[src/sv32_pkg.sv]
// Sv32 memory formats: page-table entry layout, memory word views and address widths
package sv32_pkg;

  localparam int VPN_W    = 10;  // One level of the virtual page number
  localparam int OFFSET_W = 12;  // 4 KiB page offset
  localparam int PPN_W    = 22;  // Physical page number
  localparam int PADDR_W  = 34;  // Physical address on the memory bus

  // Sv32 PTE, bit 0 is v
  typedef struct packed {
    logic [11:0] ppn1;
    logic [9:0]  ppn0;
    logic [1:0]  rsw;    // Reserved for software
    logic        d;
    logic        a;
    logic        g;
    logic        u;
    logic        x;
    logic        w;
    logic        r;
    logic        v;
  } pte_t;

  // A memory word seen either as a PTE or as plain data
  typedef union packed {
    pte_t        pte;
    logic [31:0] data;
  } mem_word_u;

endpackage
[src/priv_pkg.sv]
// Privilege modes, satp layout, page-fault reasons and the shared leaf permission check
package priv_pkg;
  import sv32_pkg::*;

  typedef enum logic [1:0] {
    PRIV_U = 2'd0,
    PRIV_S = 2'd1,
    PRIV_M = 2'd3
  } priv_e;

  localparam int SATP_MODE_BIT = 31;  // 1 selects Sv32

  typedef enum logic [2:0] {
    FAULT_NONE,
    FAULT_INVALID,
    FAULT_PERMISSION,
    FAULT_ACCESS_BIT,
    FAULT_MISALIGNED
  } fault_e;

  // Permission and A/D check of a valid leaf for one access kind
  function automatic fault_e leaf_check(pte_t pte, logic is_store, logic is_fetch,
                                        logic [1:0] priv);
    logic perm_ok;
    logic user_ok;
    perm_ok = is_fetch ? pte.x : (is_store ? pte.w : pte.r);
    user_ok = (priv == PRIV_U) ? pte.u : !pte.u;  // No SUM, so S never touches U pages
    if (!perm_ok || !user_ok) return FAULT_PERMISSION;
    if (!pte.a || (is_store && !pte.d)) return FAULT_ACCESS_BIT;  // No hardware A/D update
    return FAULT_NONE;
  endfunction

endpackage

[src/sv32_mmu.sv]
// Sv32 MMU top level joining sequencer, TLB, page walker and memory arbiter
`timescale 1ns/100ps

module sv32_mmu
  import sv32_pkg::*;
#(
  parameter int NUM_TLB_ENTRIES = 16
) (
  input  logic               clk,
  input  logic               reset,
  input  logic               cpu_valid,
  input  logic [31:0]        cpu_addr,
  input  logic [3:0]         cpu_wstrb,
  input  logic [31:0]        cpu_wdata,
  input  logic               is_instruction,
  output logic               cpu_ready,
  output logic [31:0]        cpu_rdata,
  output logic               page_fault,
  output logic [31:0]        fault_address,
  input  logic               tlb_flush,
  input  logic [31:0]        satp,
  input  logic [1:0]         privilege_mode,
  output logic               mem_valid,
  input  logic               mem_ready,
  output logic [PADDR_W-1:0] mem_addr,
  output logic [3:0]         mem_wstrb,
  output logic [31:0]        mem_wdata,
  input  logic [31:0]        mem_rdata
);

  logic               tlb_lookup;
  logic [2*VPN_W-1:0] tlb_vpn;
  logic               tlb_hit;
  logic [PPN_W-1:0]   tlb_ppn;
  pte_t               tlb_flags;
  logic               tlb_fill;

  logic               walk_start;
  logic               walk_done;
  logic               walk_fault;
  pte_t               walk_leaf;
  logic               walk_mega;

  logic               wlk_valid;
  logic               wlk_ready;
  logic [PADDR_W-1:0] wlk_addr;
  mem_word_u          wlk_rdata;
  logic               acc_valid;
  logic               acc_ready;
  logic [PADDR_W-1:0] acc_addr;
  logic [3:0]         acc_wstrb;
  logic [31:0]        acc_wdata;
  mem_word_u          acc_rdata;

  sv32_access sv32_access_inst (
    .clk           (clk),
    .reset         (reset),
    .cpu_valid     (cpu_valid),
    .cpu_addr      (cpu_addr),
    .cpu_wstrb     (cpu_wstrb),
    .cpu_wdata     (cpu_wdata),
    .is_instruction(is_instruction),
    .cpu_ready     (cpu_ready),
    .cpu_rdata     (cpu_rdata),
    .page_fault    (page_fault),
    .fault_address (fault_address),
    .satp          (satp),
    .privilege_mode(privilege_mode),
    .tlb_lookup    (tlb_lookup),
    .tlb_vpn       (tlb_vpn),
    .tlb_hit       (tlb_hit),
    .tlb_ppn       (tlb_ppn),
    .tlb_flags     (tlb_flags),
    .tlb_fill      (tlb_fill),
    .walk_start    (walk_start),
    .walk_done     (walk_done),
    .walk_fault    (walk_fault),
    .walk_leaf     (walk_leaf),
    .walk_mega     (walk_mega),
    .acc_valid     (acc_valid),
    .acc_ready     (acc_ready),
    .acc_addr      (acc_addr),
    .acc_wstrb     (acc_wstrb),
    .acc_wdata     (acc_wdata),
    .acc_rdata     (acc_rdata)
  );

  sv32_tlb #(
    .NUM_TLB_ENTRIES(NUM_TLB_ENTRIES)
  ) sv32_tlb_inst (
    .clk       (clk),
    .reset     (reset),
    .flush     (tlb_flush),
    .lookup    (tlb_lookup),
    .vpn       (tlb_vpn),
    .hit       (tlb_hit),
    .ppn       (tlb_ppn),
    .flags     (tlb_flags),
    .fill      (tlb_fill),
    .fill_vpn  (tlb_vpn),
    .fill_ppn  (acc_addr[PADDR_W-1:OFFSET_W]),  // Composed page from the sequencer
    .fill_flags(walk_leaf)
  );

  sv32_walker sv32_walker_inst (
    .clk           (clk),
    .reset         (reset),
    .walk_start    (walk_start),
    .vaddr         (cpu_addr),
    .is_store      (|cpu_wstrb),
    .is_instruction(is_instruction),
    .privilege_mode(privilege_mode),
    .satp          (satp),
    .walk_done     (walk_done),
    .walk_fault    (walk_fault),
    .walk_leaf     (walk_leaf),
    .walk_mega     (walk_mega),
    .wlk_valid     (wlk_valid),
    .wlk_ready     (wlk_ready),
    .wlk_addr      (wlk_addr),
    .wlk_rdata     (wlk_rdata)
  );

  mem_arbiter mem_arbiter_inst (
    .clk      (clk),
    .reset    (reset),
    .wlk_valid(wlk_valid),
    .wlk_ready(wlk_ready),
    .wlk_addr (wlk_addr),
    .wlk_rdata(wlk_rdata),
    .acc_valid(acc_valid),
    .acc_ready(acc_ready),
    .acc_addr (acc_addr),
    .acc_wstrb(acc_wstrb),
    .acc_wdata(acc_wdata),
    .acc_rdata(acc_rdata),
    .mem_valid(mem_valid),
    .mem_ready(mem_ready),
    .mem_addr (mem_addr),
    .mem_wstrb(mem_wstrb),
    .mem_wdata(mem_wdata),
    .mem_rdata(mem_rdata)
  );

endmodule

[src/sv32_access.sv]
// Sv32 request sequencer: bare or translated access, TLB and walker control, final data beat
`timescale 1ns/100ps

module sv32_access
  import sv32_pkg::*;
  import priv_pkg::*;
(
  input  logic               clk,
  input  logic               reset,
  input  logic               cpu_valid,
  input  logic [31:0]        cpu_addr,
  input  logic [3:0]         cpu_wstrb,
  input  logic [31:0]        cpu_wdata,
  input  logic               is_instruction,
  output logic               cpu_ready,
  output logic [31:0]        cpu_rdata,
  output logic               page_fault,
  output logic [31:0]        fault_address,
  input  logic [31:0]        satp,
  input  logic [1:0]         privilege_mode,
  output logic               tlb_lookup,
  output logic [2*VPN_W-1:0] tlb_vpn,
  input  logic               tlb_hit,
  input  logic [PPN_W-1:0]   tlb_ppn,
  input  pte_t               tlb_flags,
  output logic               tlb_fill,
  output logic               walk_start,
  input  logic               walk_done,
  input  logic               walk_fault,
  input  pte_t               walk_leaf,
  input  logic               walk_mega,
  output logic               acc_valid,
  input  logic               acc_ready,
  output logic [PADDR_W-1:0] acc_addr,
  output logic [3:0]         acc_wstrb,
  output logic [31:0]        acc_wdata,
  input  mem_word_u          acc_rdata
);

  localparam logic [2:0] S_IDLE    = 3'd0;
  localparam logic [2:0] S_LOOKUP  = 3'd1;
  localparam logic [2:0] S_WALK    = 3'd2;
  localparam logic [2:0] S_ACCESS  = 3'd3;
  localparam logic [2:0] S_RESPOND = 3'd4;

  logic [2:0]         state;
  logic               translate;
  logic               is_store;
  logic               fault_q;
  fault_e             hit_reason;
  logic [PADDR_W-1:0] pa_q;
  logic [31:0]        rdata_q;

  assign translate  = satp[SATP_MODE_BIT] && (privilege_mode != PRIV_M);
  assign is_store   = |cpu_wstrb;
  assign hit_reason = leaf_check(tlb_flags, is_store, is_instruction, privilege_mode);

  assign tlb_lookup = (state == S_IDLE) && cpu_valid && translate;
  assign tlb_vpn    = cpu_addr[31:OFFSET_W];   // Core holds the address until cpu_ready
  assign walk_start = (state == S_LOOKUP) && !tlb_hit;

  assign acc_valid = (state == S_ACCESS);
  assign acc_addr  = pa_q;
  assign acc_wstrb = cpu_wstrb;
  assign acc_wdata = cpu_wdata;

  assign cpu_ready     = (state == S_RESPOND);
  assign page_fault    = cpu_ready && fault_q;
  assign cpu_rdata     = rdata_q;
  assign fault_address = cpu_addr;

  always_ff @(posedge clk) begin
    if (reset) begin
      state    <= S_IDLE;
      fault_q  <= 1'b0;
      tlb_fill <= 1'b0;
    end else begin
      tlb_fill <= 1'b0;
      case (state)
        S_IDLE: if (cpu_valid) begin
          fault_q <= 1'b0;
          state   <= translate ? S_LOOKUP : S_ACCESS;
        end
        S_LOOKUP: if (!tlb_hit) begin
          state <= S_WALK;
        end else if (hit_reason != FAULT_NONE) begin
          fault_q <= 1'b1;
          state   <= S_RESPOND;
        end else begin
          state <= S_ACCESS;
        end
        S_WALK: if (walk_done) begin
          fault_q  <= walk_fault;
          tlb_fill <= !walk_fault;           // pa_q holds the fill ppn next cycle
          state    <= walk_fault ? S_RESPOND : S_ACCESS;
        end
        S_ACCESS: if (acc_ready) state <= S_RESPOND;
        default: state <= S_IDLE;
      endcase
    end
  end

  // Physical address and read data
  always_ff @(posedge clk) begin
    case (state)
      S_IDLE:   pa_q <= {2'b00, cpu_addr};   // Bare mode
      S_LOOKUP: pa_q <= {tlb_ppn, cpu_addr[OFFSET_W-1:0]};
      S_WALK:   pa_q <= {walk_leaf.ppn1, walk_mega ? cpu_addr[21:12] : walk_leaf.ppn0,
                         cpu_addr[OFFSET_W-1:0]};
      S_ACCESS: if (acc_ready) rdata_q <= acc_rdata.data;
      default: ;
    endcase
  end

  assert property (@(posedge clk) disable iff (reset) cpu_ready |=> !cpu_ready);

endmodule

[src/mem_arbiter.sv]
// Fixed-priority memory arbiter with grant lock, walker first, access sequencer second
`timescale 1ns/100ps

module mem_arbiter
  import sv32_pkg::*;
(
  input  logic               clk,
  input  logic               reset,
  input  logic               wlk_valid,
  output logic               wlk_ready,
  input  logic [PADDR_W-1:0] wlk_addr,
  output logic [31:0]        wlk_rdata,
  input  logic               acc_valid,
  output logic               acc_ready,
  input  logic [PADDR_W-1:0] acc_addr,
  input  logic [3:0]         acc_wstrb,
  input  logic [31:0]        acc_wdata,
  output logic [31:0]        acc_rdata,
  output logic               mem_valid,
  input  logic               mem_ready,
  output logic [PADDR_W-1:0] mem_addr,
  output logic [3:0]         mem_wstrb,
  output logic [31:0]        mem_wdata,
  input  logic [31:0]        mem_rdata
);

  logic locked;
  logic lock_wlk;   // Owner while locked
  logic grant_wlk;
  logic grant_acc;

  assign grant_wlk = locked ? lock_wlk : wlk_valid;
  assign grant_acc = locked ? !lock_wlk : (!wlk_valid && acc_valid);

  assign mem_valid = (grant_wlk && wlk_valid) || (grant_acc && acc_valid);
  assign mem_addr  = grant_wlk ? wlk_addr : acc_addr;
  assign mem_wstrb = grant_wlk ? 4'b0000 : acc_wstrb;  // Walker only reads
  assign mem_wdata = acc_wdata;

  assign wlk_ready = grant_wlk && mem_ready;
  assign acc_ready = grant_acc && mem_ready;
  assign wlk_rdata = mem_rdata;
  assign acc_rdata = mem_rdata;

  always_ff @(posedge clk) begin
    if (reset) begin
      locked   <= 1'b0;
      lock_wlk <= 1'b0;
    end else if (mem_ready) begin
      locked <= 1'b0;                      // Beat done, bus free again
    end else if (mem_valid && !locked) begin
      locked   <= 1'b1;
      lock_wlk <= grant_wlk;
    end
  end

  assert property (@(posedge clk) disable iff (reset) !(wlk_valid && acc_valid));

endmodule

[src/sv32_walker.sv]
// Sv32 two-level hardware page-table walker with leaf validity and permission checks
`timescale 1ns/100ps

module sv32_walker
  import sv32_pkg::*;
  import priv_pkg::*;
(
  input  logic               clk,
  input  logic               reset,
  input  logic               walk_start,
  input  logic [31:0]        vaddr,
  input  logic               is_store,
  input  logic               is_instruction,
  input  logic [1:0]         privilege_mode,
  input  logic [31:0]        satp,
  output logic               walk_done,
  output logic               walk_fault,
  output pte_t               walk_leaf,
  output logic               walk_mega,
  output logic               wlk_valid,
  input  logic               wlk_ready,
  output logic [PADDR_W-1:0] wlk_addr,
  input  mem_word_u          wlk_rdata
);

  logic   busy;
  logic   [1:0] level;       // 1 for the root table, 0 for the leaf table
  pte_t   pte;
  logic   is_leaf;
  fault_e step_reason;
  logic   finish;
  logic   descend;

  assign pte       = wlk_rdata.pte;
  assign is_leaf   = pte.r || pte.x;
  assign wlk_valid = busy;

  // Outcome of the PTE on the bus this cycle
  always_comb begin
    step_reason = FAULT_NONE;
    if (!pte.v || (pte.w && !pte.r)) begin
      step_reason = FAULT_INVALID;
    end else if (!is_leaf && level == 2'd0) begin
      step_reason = FAULT_INVALID;         // Pointer below the last level
    end else if (is_leaf && level == 2'd1 && pte.ppn0 != '0) begin
      step_reason = FAULT_MISALIGNED;
    end else if (is_leaf) begin
      step_reason = leaf_check(pte, is_store, is_instruction, privilege_mode);
    end
  end

  assign finish  = busy && wlk_ready && (is_leaf || step_reason != FAULT_NONE);
  assign descend = busy && wlk_ready && !finish;

  always_ff @(posedge clk) begin
    if (reset) begin
      busy       <= 1'b0;
      level      <= 2'd1;
      walk_done  <= 1'b0;
      walk_fault <= 1'b0;
      walk_mega  <= 1'b0;
    end else begin
      walk_done <= 1'b0;
      if (!busy && walk_start) begin
        busy  <= 1'b1;
        level <= 2'd1;
      end else if (finish) begin
        busy       <= 1'b0;
        walk_done  <= 1'b1;
        walk_fault <= (step_reason != FAULT_NONE);
        walk_mega  <= (level == 2'd1);     // Leaf found in the root table
      end else if (descend) begin
        level <= 2'd0;
      end
    end
  end

  // PTE address and leaf capture
  always_ff @(posedge clk) begin
    if (!busy && walk_start) begin
      wlk_addr <= {satp[PPN_W-1:0], vaddr[31:22], 2'b00};
    end else if (descend) begin
      wlk_addr <= {pte.ppn1, pte.ppn0, vaddr[21:12], 2'b00};
    end
    if (finish) begin
      walk_leaf <= pte;
    end
  end

  assert property (@(posedge clk) disable iff (reset) descend |-> level == 2'd1);

endmodule

[src/sv32_tlb.sv]
// Direct-mapped Sv32 TLB with registered lookup, single-entry fill and full flush
`timescale 1ns/100ps

module sv32_tlb
  import sv32_pkg::*;
#(
  parameter int NUM_TLB_ENTRIES = 16
) (
  input  logic                 clk,
  input  logic                 reset,
  input  logic                 flush,
  input  logic                 lookup,
  input  logic [2*VPN_W-1:0]   vpn,
  output logic                 hit,
  output logic [PPN_W-1:0]     ppn,
  output pte_t                 flags,
  input  logic                 fill,
  input  logic [2*VPN_W-1:0]   fill_vpn,
  input  logic [PPN_W-1:0]     fill_ppn,
  input  pte_t                 fill_flags
);

  localparam int IDX_W = $clog2(NUM_TLB_ENTRIES);
  localparam int TAG_W = 2 * VPN_W - IDX_W;

  logic [NUM_TLB_ENTRIES-1:0] valid;
  logic [TAG_W-1:0]           tag_mem   [NUM_TLB_ENTRIES];
  logic [PPN_W-1:0]           ppn_mem   [NUM_TLB_ENTRIES];
  pte_t                       flags_mem [NUM_TLB_ENTRIES];

  logic [IDX_W-1:0] idx;
  logic [TAG_W-1:0] tag;
  logic [IDX_W-1:0] fill_idx;
  logic [TAG_W-1:0] fill_tag;

  assign idx      = vpn[IDX_W-1:0];          // Low VPN bits pick the set
  assign tag      = vpn[2*VPN_W-1:IDX_W];
  assign fill_idx = fill_vpn[IDX_W-1:0];
  assign fill_tag = fill_vpn[2*VPN_W-1:IDX_W];

  always_ff @(posedge clk) begin
    if (reset) begin
      valid <= '0;
      hit   <= 1'b0;
    end else begin
      hit <= lookup && valid[idx] && (tag_mem[idx] == tag);  // Result one cycle later
      if (flush) begin
        valid <= '0;                         // Whole TLB in one cycle
      end else if (fill) begin
        valid[fill_idx] <= 1'b1;
      end
    end
  end

  // Entry storage and read port
  always_ff @(posedge clk) begin
    if (fill) begin
      tag_mem[fill_idx]   <= fill_tag;
      ppn_mem[fill_idx]   <= fill_ppn;       // Megapages arrive already composed
      flags_mem[fill_idx] <= fill_flags;
    end
    if (lookup) begin
      ppn   <= ppn_mem[idx];
      flags <= flags_mem[idx];
    end
  end

endmodule

[config.mk]
export PLATFORM = sky130hd
export DESIGN_NAME = sv32_mmu
export DESIGN_NICKNAME = d
export VERILOG_FILES = /design/src/sv32_pkg.sv /design/src/priv_pkg.sv /design/src/sv32_mmu.sv /design/src/sv32_access.sv /design/src/mem_arbiter.sv /design/src/sv32_walker.sv /design/src/sv32_tlb.sv
export SDC_FILE = /design/constraint.sdc
export NUM_CORES = 1
export LEC_CHECK = 0
export ABC_AREA = 1
export ABC_CLOCK_PERIOD_IN_PS = 3300
export BUFFER_PORTS_ARGS = -buffer_cell sky130_fd_sc_hd__buf_2
export CAP_MARGIN = 0
export CORE_MARGIN = 2
export CORE_UTILIZATION = 32
export CTS_BUF_LIST = sky130_fd_sc_hd__clkbuf_4 sky130_fd_sc_hd__clkbuf_8
export DETAILED_ROUTE_END_ITERATION = 8
export GPL_TIMING_DRIVEN = 0
export HOLD_SLACK_MARGIN = 0.02
export PLACE_DENSITY = 0.56
export SETUP_SLACK_MARGIN = 0.5
export SLEW_MARGIN = 20
export SYNTH_ARGS = -nofsm -noshare
export SYNTH_HDL_FRONTEND = slang
export SYNTH_SLANG_ARGS = --single-unit
[constraint.sdc]
create_clock -name clk -period 3.3 [get_ports clk]
set_clock_uncertainty 0.15 [all_clocks]
set_input_delay 0.165 -clock clk [delete_from_list [all_inputs] [get_ports clk]]
set_output_delay 0.165 -clock clk [all_outputs]
set_load 0.01 [all_outputs]
; ---- Word-level counts from Yosys, hierarchy flattened
; Memory sizes are Yosys's and may differ from the RTL's. A register that Yosys moved wholly into a read port is not among the register bits.
; Cells that the tools add are included.
; W data, S select, Z words.
[word_totals]
mem_bits_ro = 0
ramBits = 1120
reg_bits = 159
mem_count = 3
latchBits = 0
[mem_list]
columns = name, depth, width, rd, rd_ports_with_merged_regs, wr, line
row1 = sv32_tlb_inst.flags_mem, 16, 32, 1, 1, 1, sv32_tlb.sv:29  ; pte_t flags_mem [NUM_TLB_ENTRIES];
row2 = sv32_tlb_inst.ppn_mem, 16, 22, 1, 1, 1, sv32_tlb.sv:28  ; logic [PPN_W-1:0] ppn_mem [NUM_TLB_ENTRIES];
row3 = sv32_tlb_inst.tag_mem, 16, 16, 1, 0, 1, sv32_tlb.sv:27  ; logic [TAG_W-1:0] tag_mem [NUM_TLB_ENTRIES];
[classes]
shift = 0
mux = 62
n_lt_le_gt_ge = 2
bitwise = 6
eq_ne = 11
reduce_logical = 71
n_div = 0
multipliers = 0
n_addsub = 0
[ops]
columns = cell, n
row1 = $mux W34, 3
row2 = $pmux W34 S3, 1
row3 = $mux W3, 18
row4 = $mux W1, 33
row5 = $logic_and A1 B1 Y1, 24
row6 = $logic_not A1 Y1, 19
row7 = $eq A16 B16 Y1, 1
row8 = $or A16 B16 Y16, 1
row9 = $pmux W3 S4, 1
row10 = $mux W10, 1
row11 = $reduce_bool A10 Y1, 1
row12 = $reduce_bool A3 Y1, 3
row13 = $logic_or A1 B1 Y1, 8
row14 = $ne A2 B2 Y1 const B, 4
row15 = $reduce_and A2 Y1, 4
row16 = $eq A3 B2 Y1 const B, 2
row17 = $reduce_or A2 Y1, 3
row18 = $lt A4 B5 Y1 const B, 1
row19 = $not A1 Y1, 5
row20 = $reduce_and A5 Y1, 1
row21 = $bmux W1 S4, 1
row22 = $demux W1 S4, 1
row23 = $ge A4 B1 Y1 const B, 1
row24 = $logic_not A2 Y1, 2
row25 = other kinds (11), 13

; ---- Longest topological paths before layout
; Gate-level depths: netlist of run 1.
[logic_depth]
depth_word = 28
mapped_depth = 16
mapped_depth_nobuf = 15

; ---- Hierarchy
; Synthesis of run 1 repeated with hierarchy kept, for this count alone.
[hier_totals]
hier_cells = 4217
hier_area_um2 = 53921.7
[by_module_without_submodules]
columns = module, cells_each, instances, area_each_um2
row1 = sv32_tlb, 3432, 1, 46364.5
row2 = sv32_access, 316, 1, 3505.9
row3 = sv32_walker, 228, 1, 2691.3
row4 = mem_arbiter, 238, 1, 1348.8
row5 = sv32_mmu, 3, 1, 11.3

; ---- Least setup slack after synthesis of run 1
; Ideal clock, no wire load.
[synth_path]
kind = reg2reg
start = register mem_arbiter_inst.locked
end = register sv32_access_inst.rdata_q[0], in the netlist sv32_access_inst.cpu_rdata[0] (enable)
setup_ns = 0.461
arrival_time_ns = 2.978
path_buffers = 1
synth_period_minus_slack_ns = 3.589
slack_ns = -0.289
path_stages_with_launch = 6
cell_sequence = dfxtp_1 > inv_1 > nand2_1 > nand2_1 > clkbuf_1 > nor3_1
[synth_via]
elab_chain_cells = 3
[synth_rtl]
columns = element, line
row1 = from (decl), mem_arbiter.sv:27  ; logic locked;
row2 = from (signal assigned), mem_arbiter.sv:47  ; locked <= 1'b0;
row3 = from (signal assigned), mem_arbiter.sv:50  ; locked <= 1'b0;
row4 = from (signal assigned), mem_arbiter.sv:52  ; locked <= 1'b1;
row5 = $mux W1, mem_arbiter.sv:33  ; assign grant_acc = locked ? !lock_wlk : (!wlk_valid && acc_valid);
row6 = $logic_and A1 B1 Y1, mem_arbiter.sv:41  ; assign acc_ready = grant_acc && mem_ready;
row7 = $reduce_and A2 Y1 (no source line), n/a
row8 = to (signal assigned), sv32_access.sv:110  ; S_ACCESS: if (acc_ready) rdata_q <= acc_rdata.data;
row9 = to (decl), sv32_access.sv:52  ; logic [31:0] rdata_q;
; No other way between the ends.
; A chain may end at the register's enable or synchronous reset.

; ---- Final worst setup path of run 1
[layout_path]
start = input cpu_addr[14]
end = memory sv32_tlb_inst.tag_mem[3][14] in the netlist's numbering (enable)
[layout_lines]
columns = element, line
row1 = from (decl), sv32_mmu.sv:12  ; input logic [31:0] cpu_addr,
row2 = to (decl), sv32_tlb.sv:27
; Straight into the memory's write port.

==> results.yml, run 1 <==
grt:
  grt_use_total_pct: 18.6
  grt_pass1_vias: 22600
  antenna_found_initial: 5
  grt-ovfl-total: 0
  grt_pass1_wl_mm: 150
  grt_max_degree: 33
cells_and_area:
  syn_to_final_growth_pct: 24.5
  post-route-util_pct: 40.0
  layout-drive-gt1-share_pct: 20.8
  layout.nets: 3225
logic_synthesis:
  synth_top_area_share_pct: 75.0
  synth_most_common_cell: "edfxtp_1"
  seq_area_frac_synth_pct: 76.7
  synth_commonest_cells: "858 x edfxtp_1, 712 x nand2_1, 240 x a22oi_1, 129 x a21oi_1, 105 x nor2_1"
  synth_edf_count: 858
  synth_cells: 2511
  syn_area_per_cell_sq_um: 13.7
  ys_top_cells_by_area: "edfxtp_1 75%, nand2_1 7.8%, a22oi_1 5.2%"
  synth_nets: 2651
  async_reset_ff_share_pct: 0
  synth-seq-cells: 887
  syn_area_sq_mm: 0.0343
  synth-main-ff-cell: "edfxtp_1"
  synth_cell_type_count: 35
  yosysTopAreaCell: "edfxtp_1"
  yosys_warnings: 0
routing:
  wl_met3_mm: 7.08
  first_pass_iters: 6
  wl_met2_mm: 52.3
  vias_per_cell: 5.02
  wl_mm: 104
  vias: 23000
  first_iter_violations: 2143
  post_drt_wl_per_cell_microns: 22.8
  ant_nets: 0
  wl_met1_mm: 40.8
  top_layer: "met5"
  drc: 0
power:
  power.density_mw_per_mm2: 619
  leakagePower_nw: 15.4
  ir_worst_vdd_mv: 0.337
clock_network:
  cts-buffers-inserted: 139
  htree_levels: 4
  path_clk_slew_ns: 0.06
  cts_buffer_depth: 3
  cts-root-buf: "clkbuf_8"
  cts_tree: "done"
  cts.sinks: 887
  clock_latency_ns: 0.80
sta:
  hold_viol_final: 0
  max_freq_ghz: 0.374
  fin_crit_sh_pct: 81.1
  timing.final.ws_setup_ns: 0.624
  worst_pin_slew_ns: 1.15
  setup_violations: 0
  tns_ns: 0
  rsz0062_at_grt: "no"
  period_minus_slack_ns: 2.68
  relSlewSlack_pct: 23.3
  slew_violations: 0
status:
  run_status: "completed"
hold_path:
  min_path_type: "in -> reg"
  holdPathStages: 3
place:
  gp_congestion: 0.788
  hpwl_mm: 67.0
  dp_slack_ns: -0.473
  port_buffers: 234
setup_path:
  rr_worst_depth: 6
  critPathArrivalTime_ns: 3.01
  end_kind: "flip-flop"
  start_kind: "input port"
  path_class: "in -> reg"
  worstPathRequired_ns: 3.63
  critPathMaxFanout: 13
die:
  die-area_sq_mm: 0.110
  start_util_pct: 32.2
  core_area_sq_mm: 0.107
  die_width_microns: 332
  fp-row-count: 120
  dieHeight_microns: 332
  ioPinCount: 277
run:
  cap_violations: 0
-- critical path: stages --
cell and delay [ns]:
buf_2 0.16, nor2_2 0.68, inv_1 0.37, clkbuf_1 0.51
nor2_4 0.67, buf_16 0.25, buf_16 0.18
-- stage by stage --
step           cells  total power [mW]  area, sq um  hold slack, ns
2_1_floorplan   2511              15.7        34400          0.0841
3_3_place_gp    4148              17.3        37300           0.192
3_5_place_dp    4193              17.4        38500           0.193
4_1_cts         4572              26.6        42700          0.0219
5_1_grt         4580              27.4        42700          0.0583
6_report        4581              26.5        42700          0.0782
-- kinds of logic after synthesis --
logic type             synth area share [%]
AND/OR/NAND/NOR                        10.9
flip-flops                             76.7
AO/OA/AOI/OAI                          8.21
buffers and inverters                  3.64
multiplexers                          0.525
-- worst paths after layout --
check / slack [ns] / start / endpoint
hold reg to reg: 0.30 / sv32_walker_inst.walk_done / sv32_access_inst.tlb_fill
setup reg to reg: 0.63 / sv32_access_inst.tlb_fill / sv32_tlb_inst.ppn_mem[14][12]
hold / removal: 0.08 / satp[17] / sv32_walker_inst.wlk_addr[29]
setup / recovery: 0.62 / cpu_addr[14] / sv32_tlb_inst.tag_mem[3][14]
-- layout by cell type, fill, tap and decap left out, types with 5 or more instances in the layout --
cell type      instances
edfxtp_1             858
nand2_1              710
buf_2                273
a22oi_1              240
dlygate4sd3_1        147
clkbuf_8             142
a21oi_1              128
nor2_1                88
buf_4                 72
clkbuf_1              63
inv_1                 60
clkbuf_4              46
nand3_1               43
o21ai_0               30
buf_16                29
dfxtp_1               29
or4_1                 28
clkinv_1              20
o211ai_1              19
nand4_1               19
nor2_4                18
mux2_2                16
buf_12                12
buf_1                 11
nor3_1                 9
clkinv_2               9
inv_2                  6
clkbuf_2               6
clkinvlp_4             5
-- layer usage --
layer | global-route usage (%) | up-vias
li1 | - | 10300
met1 | 23.0 | 11500
met2 | 32.3 | 990
met3 | 3.28 | 199
met4 | 7.85 | 6
met5 | 0 | -
-- flip-flops by register name, indices dropped and copies added (netlist names), 6 cells and up --
signal / flops
sv32_tlb_inst.ppn: 22
sv32_tlb_inst.flags_mem: 96
sv32_access_inst.acc_addr: 34
sv32_tlb_inst.flags: 6
sv32_tlb_inst.ppn_mem: 352
sv32_tlb_inst.valid: 16
sv32_walker_inst.walk_leaf: 28
sv32_walker_inst.wlk_addr: 32
sv32_access_inst.cpu_rdata: 32
sv32_tlb_inst.tag_mem: 256
-- timing repair --
action | CTS | global route
pin swaps | 0 | 3
resized for setup | 5 | 14
buffers inserted | 0 | 7
endpoints found under the hold margin | 426 | 0
hold buffers | 147 | 0
endpoints found under the setup margin | 59 | 88
-- power by group --
group	switching, mW	leakage [nW]	total (mW)	internal (mW)
logic	2.00	5.99	3.04	1.04
registers	0.822	8.03	14.3	13.5
clock network	4.26	1.39	9.08	4.83
total	7.08	15.4	26.5	19.4
-- area by class of cell --
cell class / instances / area, sq um
buffer: 186 / 1010
clock inverter: 45 / 354
clock buffer: 187 / 2290
tap: 1403 / 1760
fill: 9942 / 64000
sequential: 887 / 26300
timing repair buffer: 433 / 3790
antenna: 2 / 5.00
inverter: 67 / 251
multi-input combinational: 1371 / 6930
(Power assumes the default switching activity.)
==> run 2: changes to the inputs <==
--- a/config.mk
+++ b/config.mk
@@ -6,7 +6,7 @@
 export NUM_CORES = 1
 export LEC_CHECK = 0
 export ABC_AREA = 1
-export ABC_CLOCK_PERIOD_IN_PS = 3300
+export ABC_CLOCK_PERIOD_IN_PS = 2800
 export BUFFER_PORTS_ARGS = -buffer_cell sky130_fd_sc_hd__buf_2
 export CAP_MARGIN = 0
 export CORE_MARGIN = 2
@@ -15,7 +15,7 @@
 export DETAILED_ROUTE_END_ITERATION = 8
 export GPL_TIMING_DRIVEN = 0
 export HOLD_SLACK_MARGIN = 0.02
-export PLACE_DENSITY = 0.56
+export PLACE_DENSITY = 0.54
 export SETUP_SLACK_MARGIN = 0.5
 export SLEW_MARGIN = 20
 export SYNTH_ARGS = -nofsm -noshare
==> constraint.sdc (replaced) <==
create_clock -name clk -period 2.8 [get_ports clk]
set_clock_uncertainty 0.15 [all_clocks]
set_input_delay 0.14 -clock clk [delete_from_list [all_inputs] [get_ports clk]]
set_output_delay 0.14 -clock clk [all_outputs]
set_load 0.01 [all_outputs]
==> run 2 against run 1 <==
  * Sequential share of layout area down 1.2 points
  * Critical path depth up 1
  * Cell area up 1.9%
  * Die area unchanged
  * Clock power up 13%
  * Via count up 0.42%
  * Flip-flop and latch count unchanged
  * Non-clock buffer count up 59
  * Critical path type is now reg -> out
  * Largest cell class unchanged
==> results.yml, run 2 (synthesis gave the netlist of run 1 again) <==
cells_and_area:
  final_area_sq_mm: 0.0436
  post_layout_nonfiller_instances: 4646
  largest_register: "sv32_tlb_inst.ppn_mem"
  mostFrequentLayoutCells: "858 x edfxtp_1, 682 x nand2_1, 261 x buf_2, 240 x a22oi_1, 172 x dlygate4sd3_1"
  top_regs: "sv32_tlb_inst.ppn_mem: 352 flops, sv32_tlb_inst.tag_mem: 256 flops, sv32_tlb_inst.flags_mem: 96 flops"
  largest_reg_flops: 352
  layout-drive-gt1-share_pct: 22.7
  final_common_cell: "edfxtp_1"
  post-route-util_pct: 40.8
  layout.nets: 3284
  syn_to_final_growth_pct: 26.9
place:
  placed_cell_area_sq_mm: 0.0385
  hpwl_mm: 68.4
  gp_congestion: 0.778
  port_buffers: 234
  dp_slack_ns: -0.985
  dpl.cell_count: 4194
sta:
  rsz0062_at_grt: "yes"
  setup_violations: 0
  worst_pin_slew_ns: 1.12
  timing.final.ws_setup_ns: 0.502
  holdWs_ns: 0.0875
  period_minus_slack_ns: 2.30
  relSlewSlack_pct: 25.4
  max_freq_ghz: 0.435
  hold_viol_final: 0
  tns_ns: 0
  slew_violations: 0
  fin_crit_sh_pct: 82.1
routing:
  vias_per_cell: 4.97
  wl_mm: 107
  drc: 0
  ant_nets: 0
  vias: 23100
  first_pass_iters: 5
  first_iter_violations: 2388
  post_drt_wl_per_cell_microns: 23.1
die:
  die_width_microns: 332
  fp-row-count: 120
  dieHeight_microns: 332
  die-area_sq_mm: 0.110
  ioPinCount: 277
  core_area_sq_mm: 0.107
  start_util_pct: 32.2
clock_network:
  htree_levels: 4
  cts-root-buf: "clkbuf_8"
  path_clk_slew_ns: 0.07
  cts-buffers-inserted: 138
  cts.sinks: 887
  clock_latency_ns: 0.81
  cts_buffer_depth: 3
  cts_tree: "done"
grt:
  grt_use_total_pct: 19.0
  grt_max_degree: 33
  grt_pass1_wl_mm: 152
  antenna_found_initial: 3
  grt-ovfl-total: 0
  grt_pass1_vias: 22700
power:
  fin_total_pwr_mw: 31.5
  ir_worst_vdd_mv: 0.422
  leakagePower_nw: 15.8
  power.density_mw_per_mm2: 722
run:
  cap_violations: 0
setup_path:
  critPathMaxFanout: 8
  start_kind: "flip-flop"
  worstPathRequired_ns: 2.51
  critPathArrivalTime_ns: 2.01
  end_kind: "primary output"
  path_class: "reg -> out"
hold_path:
  min_path_type: "in -> reg"
status:
  run_status: "completed"
-- run 2: changes by cell type in the layout (fill, tap and decap cells not counted), sizes merged --
| cell | before | now |
|---|---|---|
| buf | 402 | 438 |
| dlygate4sd3 | 147 | 172 |
| inv | 74 | 67 |
| clkinv | 29 | 34 |
| bufinv | 4 | 0 |
| clkbuf | 257 | 261 |
| clkinvlp | 5 | 9 |
| dlymetal6s4s | 0 | 1 |
| nand2 | 712 | 713 |
-- run 2: layer usage --
| layer | up-vias | share of wire, % | global-route usage, % |
|---|---|---|---|
| li1 | 10400 | - | - |
| met1 | 11500 | 40 | 23.7 |
| met2 | 944 | 49 | 32.2 |
| met3 | 194 | 6.9 | 3.18 |
| met4 | 2 | 4.4 | 9.07 |
| met5 | - | 0.010 | 0 |
-- run 2: area by class of cell --
cell class              instances  area, sq um
fillers                      9856        63200
flip-flops and latches        887        26400
multi-input cells            1372         7100
repair buffers                492         4450
clock buffers                 194         2340
well taps                    1403         1760
plain buffers                 186         1090
inverters                      67          262
clock inverters                43          208
diodes                          2         5.00
-- run 2: path summary, 6_finish.rpt --
path / start / to / slack (ns) / cells after the start
min reg2reg: sv32_walker_inst.walk_done / sv32_access_inst.tlb_fill / 0.30 / 2
min: satp[1] / sv32_walker_inst.wlk_addr[13] / 0.09 / 4
max: mem_arbiter_inst.locked / mem_addr[2] / 0.50 / 8
max reg2reg: sv32_access_inst.tlb_fill / sv32_tlb_inst.tag_mem[2][2] / 0.51 / 5
-- run 2: worst max-delay path, cell delays in order, from the launching register on --
cell and delay [ns]:
dfxtp_4 0.37, inv_4 0.04, nand2_4 0.07, nand2_8 0.10, clkbuf_16 0.19, clkbuf_16 0.17, nand2_2 0.08, nand2_2 0.06
buf_6 0.12
-- run 2: power breakdown --
group          switching, mW  internal (mW)
clock network           4.95           5.37
logic                   2.93           1.67
registers              0.611           15.9
total                   8.50           23.0
-- run 2: repair_timing --
action / 4_1_cts / 5_1_grt
setup endpoints to repair: 601 / 175
resized for setup: 38 / 80
pin swaps: 7 / 17
setup buffers: 14 / 23
cloned: 1 / 2
endpoints found under the hold margin: 476 / 0
hold buffers: 174 / 0
